--- config.mk ---
export PLATFORM = sky130hd
export DESIGN_NAME = exec_stage
export DESIGN_NICKNAME = d
export VERILOG_FILES = /design/src/hw/exec_pkg.sv /design/src/hw/exec_alu.sv /design/src/hw/exec_decode.sv /design/src/hw/exec_pipe_reg.sv /design/src/hw/exec_result_select.sv /design/src/hw/exec_stage.sv
export SDC_FILE = /design/constraint.sdc
export NUM_CORES = 1
export LEC_CHECK = 0
export ABC_AREA = 1
export BUFFER_PORTS_ARGS = -buffer_cell sky130_fd_sc_hd__buf_4
export CORE_MARGIN = 10
export CORE_UTILIZATION = 55
export CTS_BUF_LIST = sky130_fd_sc_hd__clkbuf_16
export CTS_CLUSTER_DIAMETER = 120
export DETAILED_ROUTE_END_ITERATION = 16
export MAX_ROUTING_LAYER = met4
export PLACE_DENSITY = 0.91
export SYNTH_ARGS = -nofsm -noshare
export SYNTH_HDL_FRONTEND = slang
export SYNTH_SLANG_ARGS = --single-unit
--- constraint.sdc ---
create_clock -name g_clk -period 9.56 [get_ports g_clk]
set_clock_uncertainty 0.2 [all_clocks]
set_input_delay 0.478 -clock g_clk [delete_from_list [all_inputs] [get_ports g_clk]]
set_output_delay 0.478 -clock g_clk [all_outputs]
set_load 0.05 [all_outputs]
--- src/hw/exec_pkg.sv ---
// Shared definitions for the execute stage
// Widths, micro-op codes, unit select bits and the stage payload structs
package exec_pkg;

    // ------------------------------------------------------------------------
    // Widths and base types
    // ------------------------------------------------------------------------
    localparam int XLEN         = 32;        // Data width
    localparam int TRAP_CAUSE_W = 6;         // Trap cause width

    typedef logic [XLEN-1:0] xlen_t;         // One data word
    typedef logic [4:0]      reg_addr_t;     // Register index
    typedef logic [4:0]      uop_t;          // Micro-op code
    typedef logic [3:0]      fu_t;           // One-hot unit select

    // Unit select bit positions
    localparam int FU_ALU = 0;
    localparam int FU_LSU = 1;
    localparam int FU_CFU = 2;
    localparam int FU_CSR = 3;

    // ------------------------------------------------------------------------
    // Micro-op codes, meaning depends on the selected unit
    // ------------------------------------------------------------------------
    localparam uop_t ALU_ADD  = 5'b00000;
    localparam uop_t ALU_SUB  = 5'b00001;
    localparam uop_t ALU_XOR  = 5'b00010;
    localparam uop_t ALU_OR   = 5'b00011;
    localparam uop_t ALU_AND  = 5'b00100;
    localparam uop_t ALU_SLL  = 5'b00101;
    localparam uop_t ALU_SRL  = 5'b00110;
    localparam uop_t ALU_SRA  = 5'b00111;
    localparam uop_t ALU_ROR  = 5'b01000;
    localparam uop_t ALU_SLT  = 5'b01001;
    localparam uop_t ALU_SLTU = 5'b01010;

    localparam uop_t CFU_BEQ       = 5'b00001;   // Conditionals, top bits 00
    localparam uop_t CFU_BNE       = 5'b00010;
    localparam uop_t CFU_BLT       = 5'b00011;
    localparam uop_t CFU_BGE       = 5'b00100;
    localparam uop_t CFU_BLTU      = 5'b00101;
    localparam uop_t CFU_BGEU      = 5'b00110;
    localparam uop_t CFU_NOT_TAKEN = 5'b01000;   // Resolved branch outcomes
    localparam uop_t CFU_TAKEN     = 5'b01001;
    localparam uop_t CFU_JALI      = 5'b10000;   // Jumps, top bits 10
    localparam uop_t CFU_JALR      = 5'b10001;
    localparam uop_t CFU_JMP       = 5'b10010;

    localparam int LSU_LOAD_BIT  = 3;            // Uop bit flags for LSU ops
    localparam int LSU_STORE_BIT = 4;

    // ------------------------------------------------------------------------
    // Stage payloads
    // ------------------------------------------------------------------------
    typedef struct packed {
        reg_addr_t   rd;       // Destination, or trap cause when trapping
        xlen_t       opr_a;
        xlen_t       opr_b;
        xlen_t       opr_c;
        uop_t        uop;
        fu_t         fu;
        logic        trap;     // Upstream trap
        logic [1:0]  size;     // Instruction size
        logic [31:0] instr;
    } s2_issue_t;

    typedef struct packed {
        reg_addr_t   rd;
        xlen_t       opr_a;    // Unit result
        uop_t        uop;      // Branch outcome for conditionals
        fu_t         fu;
        logic        trap;
        logic [1:0]  size;
        logic [31:0] instr;
    } s3_ctrl_t;

    typedef struct packed {
        logic op_add;
        logic op_sub;
        logic op_xor;
        logic op_or;
        logic op_and;
        logic shift;           // Any of sll / srl / sra
        logic rotate;
        logic shift_left;
        logic shift_arith;
        logic compare;         // Adder runs as subtract
        logic is_unsigned;
    } alu_ctrl_t;

    typedef struct packed {
        logic beq;
        logic bne;
        logic blt;
        logic bge;
        logic bltu;
        logic bgeu;
    } cond_sel_t;

    typedef struct packed {
        reg_addr_t rd;
        xlen_t     wdata;
        logic      load;       // Result not ready until memory returns
        logic      csr;
    } fwd_t;

endpackage

--- src/hw/exec_alu.sv ---
// Integer ALU for the execute stage
// Shared adder, logic ops, single shifter/rotator and comparator
`timescale 1ns/1ns

module exec_alu (
    input  exec_pkg::alu_ctrl_t i_ctrl,
    input  exec_pkg::xlen_t     i_lhs,
    input  exec_pkg::xlen_t     i_rhs,
    output exec_pkg::xlen_t     o_result,
    output exec_pkg::xlen_t     o_sum,
    output logic                o_lt,
    output logic                o_eq
);

    localparam int XL = exec_pkg::XLEN;

    logic                sub_mode;
    exec_pkg::xlen_t     rhs_adj;
    logic [XL:0]         add_full;
    logic                lt_signed;
    logic [4:0]          shamt;
    exec_pkg::xlen_t     lhs_rev;
    exec_pkg::xlen_t     shf_in;
    exec_pkg::xlen_t     shf_hi;
    logic [2*XL-1:0]     shf_wide;
    exec_pkg::xlen_t     shf_out;
    exec_pkg::xlen_t     shf_rev;
    exec_pkg::xlen_t     shf_result;

    // ------------------------------------------------------------------------
    // Adder and comparator
    // ------------------------------------------------------------------------
    assign sub_mode = i_ctrl.op_sub || i_ctrl.compare;
    assign rhs_adj  = sub_mode ? ~i_rhs : i_rhs;        // Two's complement negate
    assign add_full = {1'b0, i_lhs} + {1'b0, rhs_adj} + {{XL{1'b0}}, sub_mode};
    assign o_sum    = add_full[XL-1:0];

    // Signs differ: lhs sign decides, else sign of difference
    assign lt_signed = (i_lhs[XL-1] != i_rhs[XL-1]) ? i_lhs[XL-1] : add_full[XL-1];
    assign o_lt      = i_ctrl.is_unsigned ? !add_full[XL] : lt_signed; // No carry = borrow
    assign o_eq      = (i_lhs == i_rhs);

    // ------------------------------------------------------------------------
    // Shifter, right shift only; left shifts run on the bit-reversed operand
    // ------------------------------------------------------------------------
    assign shamt    = i_rhs[4:0];
    assign lhs_rev  = {<<{i_lhs}};
    assign shf_in   = i_ctrl.shift_left ? lhs_rev : i_lhs;
    assign shf_hi   = i_ctrl.rotate      ? shf_in :            // Wrap for ror
                      i_ctrl.shift_arith ? {XL{i_lhs[XL-1]}} : // Sign fill
                                           '0;
    assign shf_wide = {shf_hi, shf_in} >> shamt;
    assign shf_out  = shf_wide[XL-1:0];
    assign shf_rev  = {<<{shf_out}};
    assign shf_result = i_ctrl.shift_left ? shf_rev : shf_out;

    // ------------------------------------------------------------------------
    // Result select
    // ------------------------------------------------------------------------
    assign o_result = {XL{i_ctrl.op_add || i_ctrl.op_sub}}     & o_sum           |
                      {XL{i_ctrl.op_xor}}                      & (i_lhs ^ i_rhs) |
                      {XL{i_ctrl.op_or}}                       & (i_lhs | i_rhs) |
                      {XL{i_ctrl.op_and}}                      & (i_lhs & i_rhs) |
                      {XL{i_ctrl.shift || i_ctrl.rotate}}      & shf_result      |
                      {XL{i_ctrl.compare}}                     & {{(XL-1){1'b0}}, o_lt};

endmodule

--- src/hw/exec_decode.sv ---
// Micro-op decode for the execute stage
// ALU operation selects and branch condition one-hots
`timescale 1ns/1ns

module exec_decode (
    input  exec_pkg::uop_t      i_uop,
    input  exec_pkg::fu_t       i_fu,
    output exec_pkg::alu_ctrl_t o_alu_ctrl,
    output exec_pkg::cond_sel_t o_cond_sel
);

    logic fu_alu;
    logic fu_cfu;
    logic cfu_cond;

    assign fu_alu   = i_fu[exec_pkg::FU_ALU];
    assign fu_cfu   = i_fu[exec_pkg::FU_CFU];
    assign cfu_cond = fu_cfu && (i_uop[4:3] == 2'b00);   // Conditional branch group

    // ------------------------------------------------------------------------
    // Branch conditions
    // ------------------------------------------------------------------------
    assign o_cond_sel.beq  = fu_cfu && (i_uop == exec_pkg::CFU_BEQ);
    assign o_cond_sel.bne  = fu_cfu && (i_uop == exec_pkg::CFU_BNE);
    assign o_cond_sel.blt  = fu_cfu && (i_uop == exec_pkg::CFU_BLT);
    assign o_cond_sel.bge  = fu_cfu && (i_uop == exec_pkg::CFU_BGE);
    assign o_cond_sel.bltu = fu_cfu && (i_uop == exec_pkg::CFU_BLTU);
    assign o_cond_sel.bgeu = fu_cfu && (i_uop == exec_pkg::CFU_BGEU);

    // ------------------------------------------------------------------------
    // ALU controls
    // ------------------------------------------------------------------------
    assign o_alu_ctrl.op_add = fu_alu && (i_uop == exec_pkg::ALU_ADD);
    assign o_alu_ctrl.op_sub = fu_alu && (i_uop == exec_pkg::ALU_SUB);
    assign o_alu_ctrl.op_xor = fu_alu && (i_uop == exec_pkg::ALU_XOR);
    assign o_alu_ctrl.op_or  = fu_alu && (i_uop == exec_pkg::ALU_OR);
    assign o_alu_ctrl.op_and = fu_alu && (i_uop == exec_pkg::ALU_AND);

    assign o_alu_ctrl.shift       = fu_alu && (i_uop == exec_pkg::ALU_SLL ||
                                               i_uop == exec_pkg::ALU_SRL ||
                                               i_uop == exec_pkg::ALU_SRA);
    assign o_alu_ctrl.rotate      = fu_alu && (i_uop == exec_pkg::ALU_ROR);
    assign o_alu_ctrl.shift_left  = fu_alu && (i_uop == exec_pkg::ALU_SLL);
    assign o_alu_ctrl.shift_arith = fu_alu && (i_uop == exec_pkg::ALU_SRA);

    // Branches reuse the comparator, nothing else
    assign o_alu_ctrl.compare     = fu_alu && (i_uop == exec_pkg::ALU_SLT ||
                                               i_uop == exec_pkg::ALU_SLTU) ||
                                    cfu_cond;
    assign o_alu_ctrl.is_unsigned = fu_alu && (i_uop == exec_pkg::ALU_SLTU) ||
                                    o_cond_sel.bltu || o_cond_sel.bgeu;

endmodule

--- src/hw/exec_pipe_reg.sv ---
// Pipeline register with valid/busy handshake and flush
// Single entry, payload type set by the instantiating module
`timescale 1ns/1ns

module exec_pipe_reg #(
    parameter type PAYLOAD_T = exec_pkg::xlen_t
) (
    input  logic     g_clk,
    input  logic     g_resetn,
    input  logic     i_flush,
    input  logic     i_load,      // New item offered
    input  PAYLOAD_T i_data,
    input  logic     i_busy,      // Downstream stall
    output logic     o_busy,
    output logic     o_valid,
    output PAYLOAD_T o_data
);

    assign o_busy = o_valid && i_busy;   // Holding an item nobody takes

    always_ff @(posedge g_clk) begin
        if (!g_resetn) begin
            o_valid <= 1'b0;
            o_data  <= '0;
        end else begin
            if (i_flush) begin
                o_valid <= 1'b0;         // Flush wins over a new item
            end else if (!o_busy) begin
                o_valid <= i_load;
            end
            if (i_load && !o_busy) begin
                o_data <= i_data;        // Otherwise hold last payload
            end
        end
    end

endmodule

--- src/hw/exec_result_select.sv ---
// Result selection for the execute stage
// Branch resolution, jump target, operand A/B muxing, load enables, forwarding
`timescale 1ns/1ns

module exec_result_select (
    input  exec_pkg::s2_issue_t i_s2,
    input  logic                i_accept,
    input  exec_pkg::cond_sel_t i_cond_sel,
    input  exec_pkg::xlen_t     i_alu_result,
    input  exec_pkg::xlen_t     i_sum,
    input  logic                i_lt,
    input  logic                i_eq,
    output exec_pkg::s3_ctrl_t  o_ctrl_next,
    output exec_pkg::xlen_t     o_opr_b_next,
    output logic                o_ctrl_load,
    output logic                o_opr_b_load,
    output exec_pkg::fwd_t      o_fwd
);

    localparam int XL = exec_pkg::XLEN;

    logic                                fu_alu;
    logic                                fu_lsu;
    logic                                fu_cfu;
    logic                                fu_csr;
    logic                                cfu_cond;
    logic                                cfu_jalr;
    logic                                taken;
    logic                                lsu_load;
    logic                                lsu_store;
    exec_pkg::xlen_t                     cfu_target;
    exec_pkg::xlen_t                     opr_a_next;
    logic [exec_pkg::TRAP_CAUSE_W-1:0]   trap_cause;

    assign fu_alu    = i_s2.fu[exec_pkg::FU_ALU];
    assign fu_lsu    = i_s2.fu[exec_pkg::FU_LSU];
    assign fu_cfu    = i_s2.fu[exec_pkg::FU_CFU];
    assign fu_csr    = i_s2.fu[exec_pkg::FU_CSR];
    assign lsu_load  = fu_lsu && i_s2.uop[exec_pkg::LSU_LOAD_BIT];
    assign lsu_store = fu_lsu && i_s2.uop[exec_pkg::LSU_STORE_BIT];

    // ------------------------------------------------------------------------
    // Control flow
    // ------------------------------------------------------------------------
    assign cfu_cond = fu_cfu && (i_s2.uop[4:3] == 2'b00);
    assign cfu_jalr = fu_cfu && (i_s2.uop == exec_pkg::CFU_JALR);

    // bge/bgeu share !lt, signedness chosen in decode
    assign taken = i_cond_sel.beq  &&  i_eq ||
                   i_cond_sel.bne  && !i_eq ||
                   i_cond_sel.blt  &&  i_lt ||
                   i_cond_sel.bltu &&  i_lt ||
                   i_cond_sel.bge  && !i_lt ||
                   i_cond_sel.bgeu && !i_lt;

    assign cfu_target = cfu_jalr ? {i_sum[XL-1:1], 1'b0} :      // rs1 + imm
                                   {i_s2.opr_c[XL-1:1], 1'b0};  // Precomputed target

    // ------------------------------------------------------------------------
    // Operands and register inputs
    // ------------------------------------------------------------------------
    assign opr_a_next = {XL{fu_alu}} & i_alu_result |
                        {XL{fu_lsu}} & i_sum        |   // Effective address
                        {XL{fu_cfu}} & cfu_target   |
                        {XL{fu_csr}} & i_s2.opr_a;

    assign trap_cause   = {1'b0, i_s2.rd};               // Cause rides in rd
    assign o_opr_b_next = i_s2.trap ? exec_pkg::xlen_t'(trap_cause) : i_s2.opr_c;

    assign o_ctrl_next.rd    = i_s2.rd;
    assign o_ctrl_next.opr_a = opr_a_next;
    assign o_ctrl_next.uop   = cfu_cond ? (taken ? exec_pkg::CFU_TAKEN
                                                 : exec_pkg::CFU_NOT_TAKEN)
                                        : i_s2.uop;
    assign o_ctrl_next.fu    = i_s2.fu;
    assign o_ctrl_next.trap  = i_s2.trap;
    assign o_ctrl_next.size  = i_s2.size;
    assign o_ctrl_next.instr = i_s2.instr;

    assign o_ctrl_load  = i_accept;
    assign o_opr_b_load = i_accept && (lsu_store || fu_csr || i_s2.trap); // B only when used

    // Forwarding back to decode
    assign o_fwd.rd    = i_s2.rd;
    assign o_fwd.wdata = opr_a_next;
    assign o_fwd.load  = lsu_load;
    assign o_fwd.csr   = fu_csr;

endmodule

--- src/hw/exec_stage.sv ---
// Execute stage top level
// Decode, ALU, result select and the control / operand-B registers
`timescale 1ns/1ns

module exec_stage (
    input  logic                g_clk,
    input  logic                g_resetn,
    input  exec_pkg::s2_issue_t i_s2,
    input  logic                i_s2_valid,
    output logic                o_s2_busy,
    input  logic                i_flush,
    output exec_pkg::fwd_t      o_fwd,
    output exec_pkg::s3_ctrl_t  o_s3,
    output exec_pkg::xlen_t     o_s3_opr_b,
    output logic                o_s3_valid,
    input  logic                i_s3_busy
);

    exec_pkg::alu_ctrl_t alu_ctrl;
    exec_pkg::cond_sel_t cond_sel;
    exec_pkg::xlen_t     alu_result;
    exec_pkg::xlen_t     alu_sum;
    logic                alu_lt;
    logic                alu_eq;
    logic                accept;
    exec_pkg::s3_ctrl_t  ctrl_next;
    exec_pkg::xlen_t     opr_b_next;
    logic                ctrl_load;
    logic                opr_b_load;

    assign accept = i_s2_valid && !o_s2_busy;   // Handshake on this edge

    exec_decode i_decode (
        .i_uop      (i_s2.uop),
        .i_fu       (i_s2.fu),
        .o_alu_ctrl (alu_ctrl),
        .o_cond_sel (cond_sel)
    );

    exec_alu i_alu (
        .i_ctrl   (alu_ctrl),
        .i_lhs    (i_s2.opr_a),
        .i_rhs    (i_s2.opr_b),
        .o_result (alu_result),
        .o_sum    (alu_sum),
        .o_lt     (alu_lt),
        .o_eq     (alu_eq)
    );

    exec_result_select i_result_select (
        .i_s2         (i_s2),
        .i_accept     (accept),
        .i_cond_sel   (cond_sel),
        .i_alu_result (alu_result),
        .i_sum        (alu_sum),
        .i_lt         (alu_lt),
        .i_eq         (alu_eq),
        .o_ctrl_next  (ctrl_next),
        .o_opr_b_next (opr_b_next),
        .o_ctrl_load  (ctrl_load),
        .o_opr_b_load (opr_b_load),
        .o_fwd        (o_fwd)
    );

    // ------------------------------------------------------------------------
    // Output registers, control plus operand A and a separate operand B
    // ------------------------------------------------------------------------
    exec_pipe_reg #(
        .PAYLOAD_T (exec_pkg::s3_ctrl_t)
    ) i_ctrl_reg (
        .g_clk    (g_clk),
        .g_resetn (g_resetn),
        .i_flush  (i_flush),
        .i_load   (ctrl_load),
        .i_data   (ctrl_next),
        .i_busy   (i_s3_busy),
        .o_busy   (o_s2_busy),     // Stage stalls only on back-pressure
        .o_valid  (o_s3_valid),
        .o_data   (o_s3)
    );

    exec_pipe_reg #(
        .PAYLOAD_T (exec_pkg::xlen_t)
    ) i_opr_b_reg (
        .g_clk    (g_clk),
        .g_resetn (g_resetn),
        .i_flush  (i_flush),
        .i_load   (opr_b_load),
        .i_data   (opr_b_next),
        .i_busy   (i_s3_busy),
        .o_busy   (),
        .o_valid  (),
        .o_data   (o_s3_opr_b)
    );

endmodule

# Word-level counts from Yosys, hierarchy flattened
# Index checks and enable logic that the tools add are counted.
# Widths: inputs -> output; s select.
[word_totals] ff_bits=115 input_bits=150 out_inout_bits=154 elab_cells=117
[op_classes] add_sub_neg=2 eq_ne=13 shifts=1 mux=11 bitwise=23 n_reduce_logical=57
[op_table] operator="$and 32x32->32" n=10
[op_table] operator="$or 32x32->32" n=9
[op_table] operator="$mux 32" n=7
[op_table] operator="$shr 64x5->32" n=1
[op_table] operator="$add 32x32->33" n=1
[op_table] operator="$add 33x1->33" n=1
[op_table] operator="$logic_and 1x1->1" n=33
[op_table] operator="$and 32x1->32" n=1
[op_table] operator="$eq 32x32->1" n=1
[op_table] operator="$not 32->32" n=1
[op_table] operator="$xor 32x32->32" n=1
[op_table] operator="$eq 5x3->1 const B" n=4
[op_table] operator="$logic_or 1x1->1" n=16
[op_table] operator="$eq 5x4->1 const B" n=3
[op_table] operator="$eq 5x2->1 const B" n=2
[op_table] operator="$eq 5x1->1 const B" n=1
[op_table] operator="$eq 5x5->1 const B" n=1
[op_table] operator="$logic_not 1->1" n=5
[op_table] operator="$logic_not 5->1" n=1
[op_table] operator="$mux 5" n=1
[op_table] operator="$mux 1" n=3
[op_table] operator="$logic_not 2->1" n=1
[op_table] operator="$reduce_or 2->1" n=1
[op_table] operator="$ne 1x1->1" n=1
[op_table] operator="$not 1->1" n=1

# Depth between registers and ports, before layout
[logic_depth] depth_word=18 depth_mapped=28 mapped_depth_nobuf=27

# Cells and area by module
# From an unflattened synthesis, not the netlist that was laid out.
[unflattened] cells_unflattened=2927 area_unflattened_um2=16739.8
[modules_own_cells] module="exec_alu" n_inst=1 cells_per_inst=1627 area_each_um2=8496.9 seq_area_each_um2=0.0
[modules_own_cells] module="exec_pipe_reg (i_ctrl_reg)" n_inst=1 cells_per_inst=537 area_each_um2=4082.7 seq_area_each_um2=1641.6
[modules_own_cells] module="exec_result_select" n_inst=1 cells_per_inst=497 area_each_um2=2438.6 seq_area_each_um2=0.0
[modules_own_cells] module="exec_pipe_reg (i_opr_b_reg)" n_inst=1 cells_per_inst=217 area_each_um2=1512.7 seq_area_each_um2=660.6
[modules_own_cells] module="exec_decode" n_inst=1 cells_per_inst=47 area_each_um2=198.9 seq_area_each_um2=0.0
[modules_own_cells] module="exec_stage" n_inst=1 cells_per_inst=2 area_each_um2=10.0 seq_area_each_um2=0.0

# Least setup slack after synthesis
# OpenSTA, ideal clock, no wires.
[synth_path] path_type="input to output" startpoint="input port i_s2[40] (netlist name)" endpoint="output port o_fwd[30] (netlist name)" t_arrival_ns=3.676 t_required_ns=8.882 slack_ns=5.206 cell_stages=22 path_buffers=3 path_cell_list="buf_2 nand3_1 nand2_1 nand2_1 nand3_1 buf_1 xor2_1 ha_1 a21oi_1 o21ai_1 a21oi_1 o21ai_0 a21oi_1 nand3b_1 nand2_1 nand2_1 nand3_1 nand2_1 nand2_1 nor2_1 nand3_1 buf_4"
[synth_rtl] item="start, declared" line_no="exec_stage.sv:8" text="input exec_pkg::s2_issue_t i_s2,"
[synth_rtl] item="end, declared" line_no="exec_stage.sv:12" text="output exec_pkg::fwd_t o_fwd,"

==> reports/results.tsv <==
metric	value	unit
cts_setup_buffers	0	
vias	17793	
cts_htree_levels	4	
synth_compound_area_share	14.8	%
die_h	178	µm
worst_slew_margin_rel	19.7	%
required	8.88	ns
run_status	completed	
cts.sinks	115	
met3_length	8.70	mm
total_power	2.29	mW
synth_top_family_by_area	simple AND/OR/NAND/NOR gates	
io_pins	304	
final_max_slew_viol_count	0	
synthMuxAreaShare	0	%
synth-xor-area-share	3.08	%
multiInputGateArea	9730	µm²
tns	0	ns
cts_resized	0	
period_minus_slack	5.29	ns
cp-end-kind	output pin	
grt_usage	40.5	%
worstSkewPairLatency	0.41	ns
grt_pass1_vias	16055	
met1_length	24.4	mm
setup_viol	0	
yosys_most_used_dff	dfxtp_1	
vias_per_cell	6.47	
synth_cell_types	54	
dp_hpwl	51.7	mm
synth-simple-area-share	43.5	%
drt-pass1-iter-count	9	
arrival	4.61	ns
yosys_warnings	0	
syn_nets	2513	
most-common-layout-cells	nand3_1, nand2_1, buf_4	
grt_antenna_before_repair	1	
synthAdderAreaFrac	9.58	%
synth_sequential_area_ratio	16.8	%
clk_pin_slew	0.07	ns
start_util	56.0	%
post_drt_wl_per_cell	24.1	µm
netlist_area	13700	µm²
synthCells	2259	
nets	2664	
power_density	142	nW/µm²
ant_nets	0	
drt-total-wl	66.2	mm
period_share	55.4	%
highest_layer	met4	
final_common_cell	nand3_1	
ys_seq_elements	115	
critPathMaxFanout	35	
core_area	24400	µm²
num_rows	57	
hold_violations	0	
worstHoldStart	i_s2[18]	
start_kind	input port	
drtIter0Drc	2872	
die_x	178	µm
portBuffers	303	
nFillCells	2244	
synth_edf_count	0	
drc	0	
hp-class	input port to flip-flop	
maxCapViolCount	0	
fmax	189	MHz
critPathLaunch	i_s2[37]	
postSynth.asyncResetShare	0	%
dieArea	31600	µm²
syn_avg_cell_area	6.05	µm²
r2r-start	i_ctrl_reg.o_valid	
gp_congestion	1.22	
rsz0062_at_grt	false	
clk_path_buf_depth	2	
drive_gt1_share	17.4	%
grt_pass1_wl	96.4	mm
cts_root_buffer	clkbuf_16	
crit_type	input port to output pin	
syn2layout_area_growth	18.2	%
dr_wl_met2	28.4	mm
grt_max_degree	94	
hold_buffers	0	
p_leak	7.97	nW
overflow	0	
ff_latch_area	2300	µm²
tightest_slew	1.20	ns
cts_tree	done	
cts_made_buffers	17	
vdd_drop_max	123	µV
## critical path, cell delays in order
cell      delay [ns]
buf_4           0.30
nand3_1         0.33
nand3_2         0.16
buf_4           0.46
xor2_1          0.28
ha_1            0.30
a21oi_1         0.12
o21ai_1         0.11
a21oi_1         0.40
o21ai_1         0.19
a21oi_1         0.30
o21bai_1        0.13
xnor2_1         0.19
o21ai_0         0.10
inv_1           0.07
nand4_1         0.31
buf_4           0.34
## cell usage after synthesis (13+ instances only)
library cell  instances  share of area, %
nand3_1             567                21
o211ai_1             19               1.0
nand2_2              22               1.0
dfxtp_1             115                17
buf_1                30              0.82
o221ai_1             14              0.90
a221oi_1             19               1.2
nand3b_1             41               2.3
clkbuf_1             74               2.0
buf_4                41               2.3
ha_1                103               9.4
a21oi_1              89               3.3
o21ai_0              98               3.6
xor2_1               40               2.6
inv_1               187               5.1
buf_2                37               1.4
o21ai_1              44               1.6
nor2_1              213               5.8
nand4_1              15              0.69
nand3_2              13              0.95
nand2_1             351               9.6
## path summary, 6_finish.rpt
kind / endpoint / slack [ns] / cells after the start
max: o_fwd[20] / 4.27 / 17
max reg2reg: i_ctrl_reg.o_data[31] / 6.63 / 7
min: i_ctrl_reg.o_data[18] / 0.08 / 3
min reg2reg: i_opr_b_reg.o_data[0] / 0.26 / 2
## metal layers
metal / vias up / GRT usage, %
met4: 0 / 23.9
li1: 7977 / -
met3: 307 / 12.2
met2: 1364 / 59.6
met1: 8145 / 48.2
met5: - / -
## through the flow
stage | std cells | setup WS (ns) | util, % | area, µm² | hold WS (ns)
6_report | 2748 | 4.27 | 66.3 | 16200 | 0.0824
3_5_place_dp | 2715 | 4.41 | 63.8 | 15600 | 0.250
4_1_cts | 2747 | 4.39 | 66.3 | 16200 | 0.0773
5_1_grt | 2748 | 3.88 | 66.3 | 16200 | 0.0876
2_1_floorplan | 2259 | 5.21 | - | 13700 | 0.240
3_3_place_gp | 2715 | 4.50 | 63.8 | 15600 | 0.233
## registers in the layout, summed over array words and instances (netlist names)
signal               count
i_opr_b_reg.o_valid      1
i_opr_b_reg.o_data      32
i_ctrl_reg.o_valid       1
i_ctrl_reg.o_data       81
## cells by family (layout without fill, tap and decap cells)
logic type,after synthesis,count (layout)
DFF,115,115
xor gates and xnor gates,48,48
other,0,1
adders and majority gates,104,104
AOI/OAI and AO/OA,339,339
and+or+nand+nor,1269,1269
buffers and inverters,384,548
## power breakdown
part / switching [mW] / internal (mW)
sequential: 0.0197 / 0.515
combinational: 0.782 / 0.321
clock: 0.259 / 0.391
total: 1.06 / 1.23
## layout make-up
cell class	count	share of cell area [%]
antenna	1	0.0155
inverter	199	4.62
multi-input combinational	1760	60.2
clock buffer	17	2.63
tap	324	2.51
timing repair buffer	317	14.7
clock inverter	15	1.04
sequential	115	14.2
No activity file was read; power rests on OpenSTA's default activity.
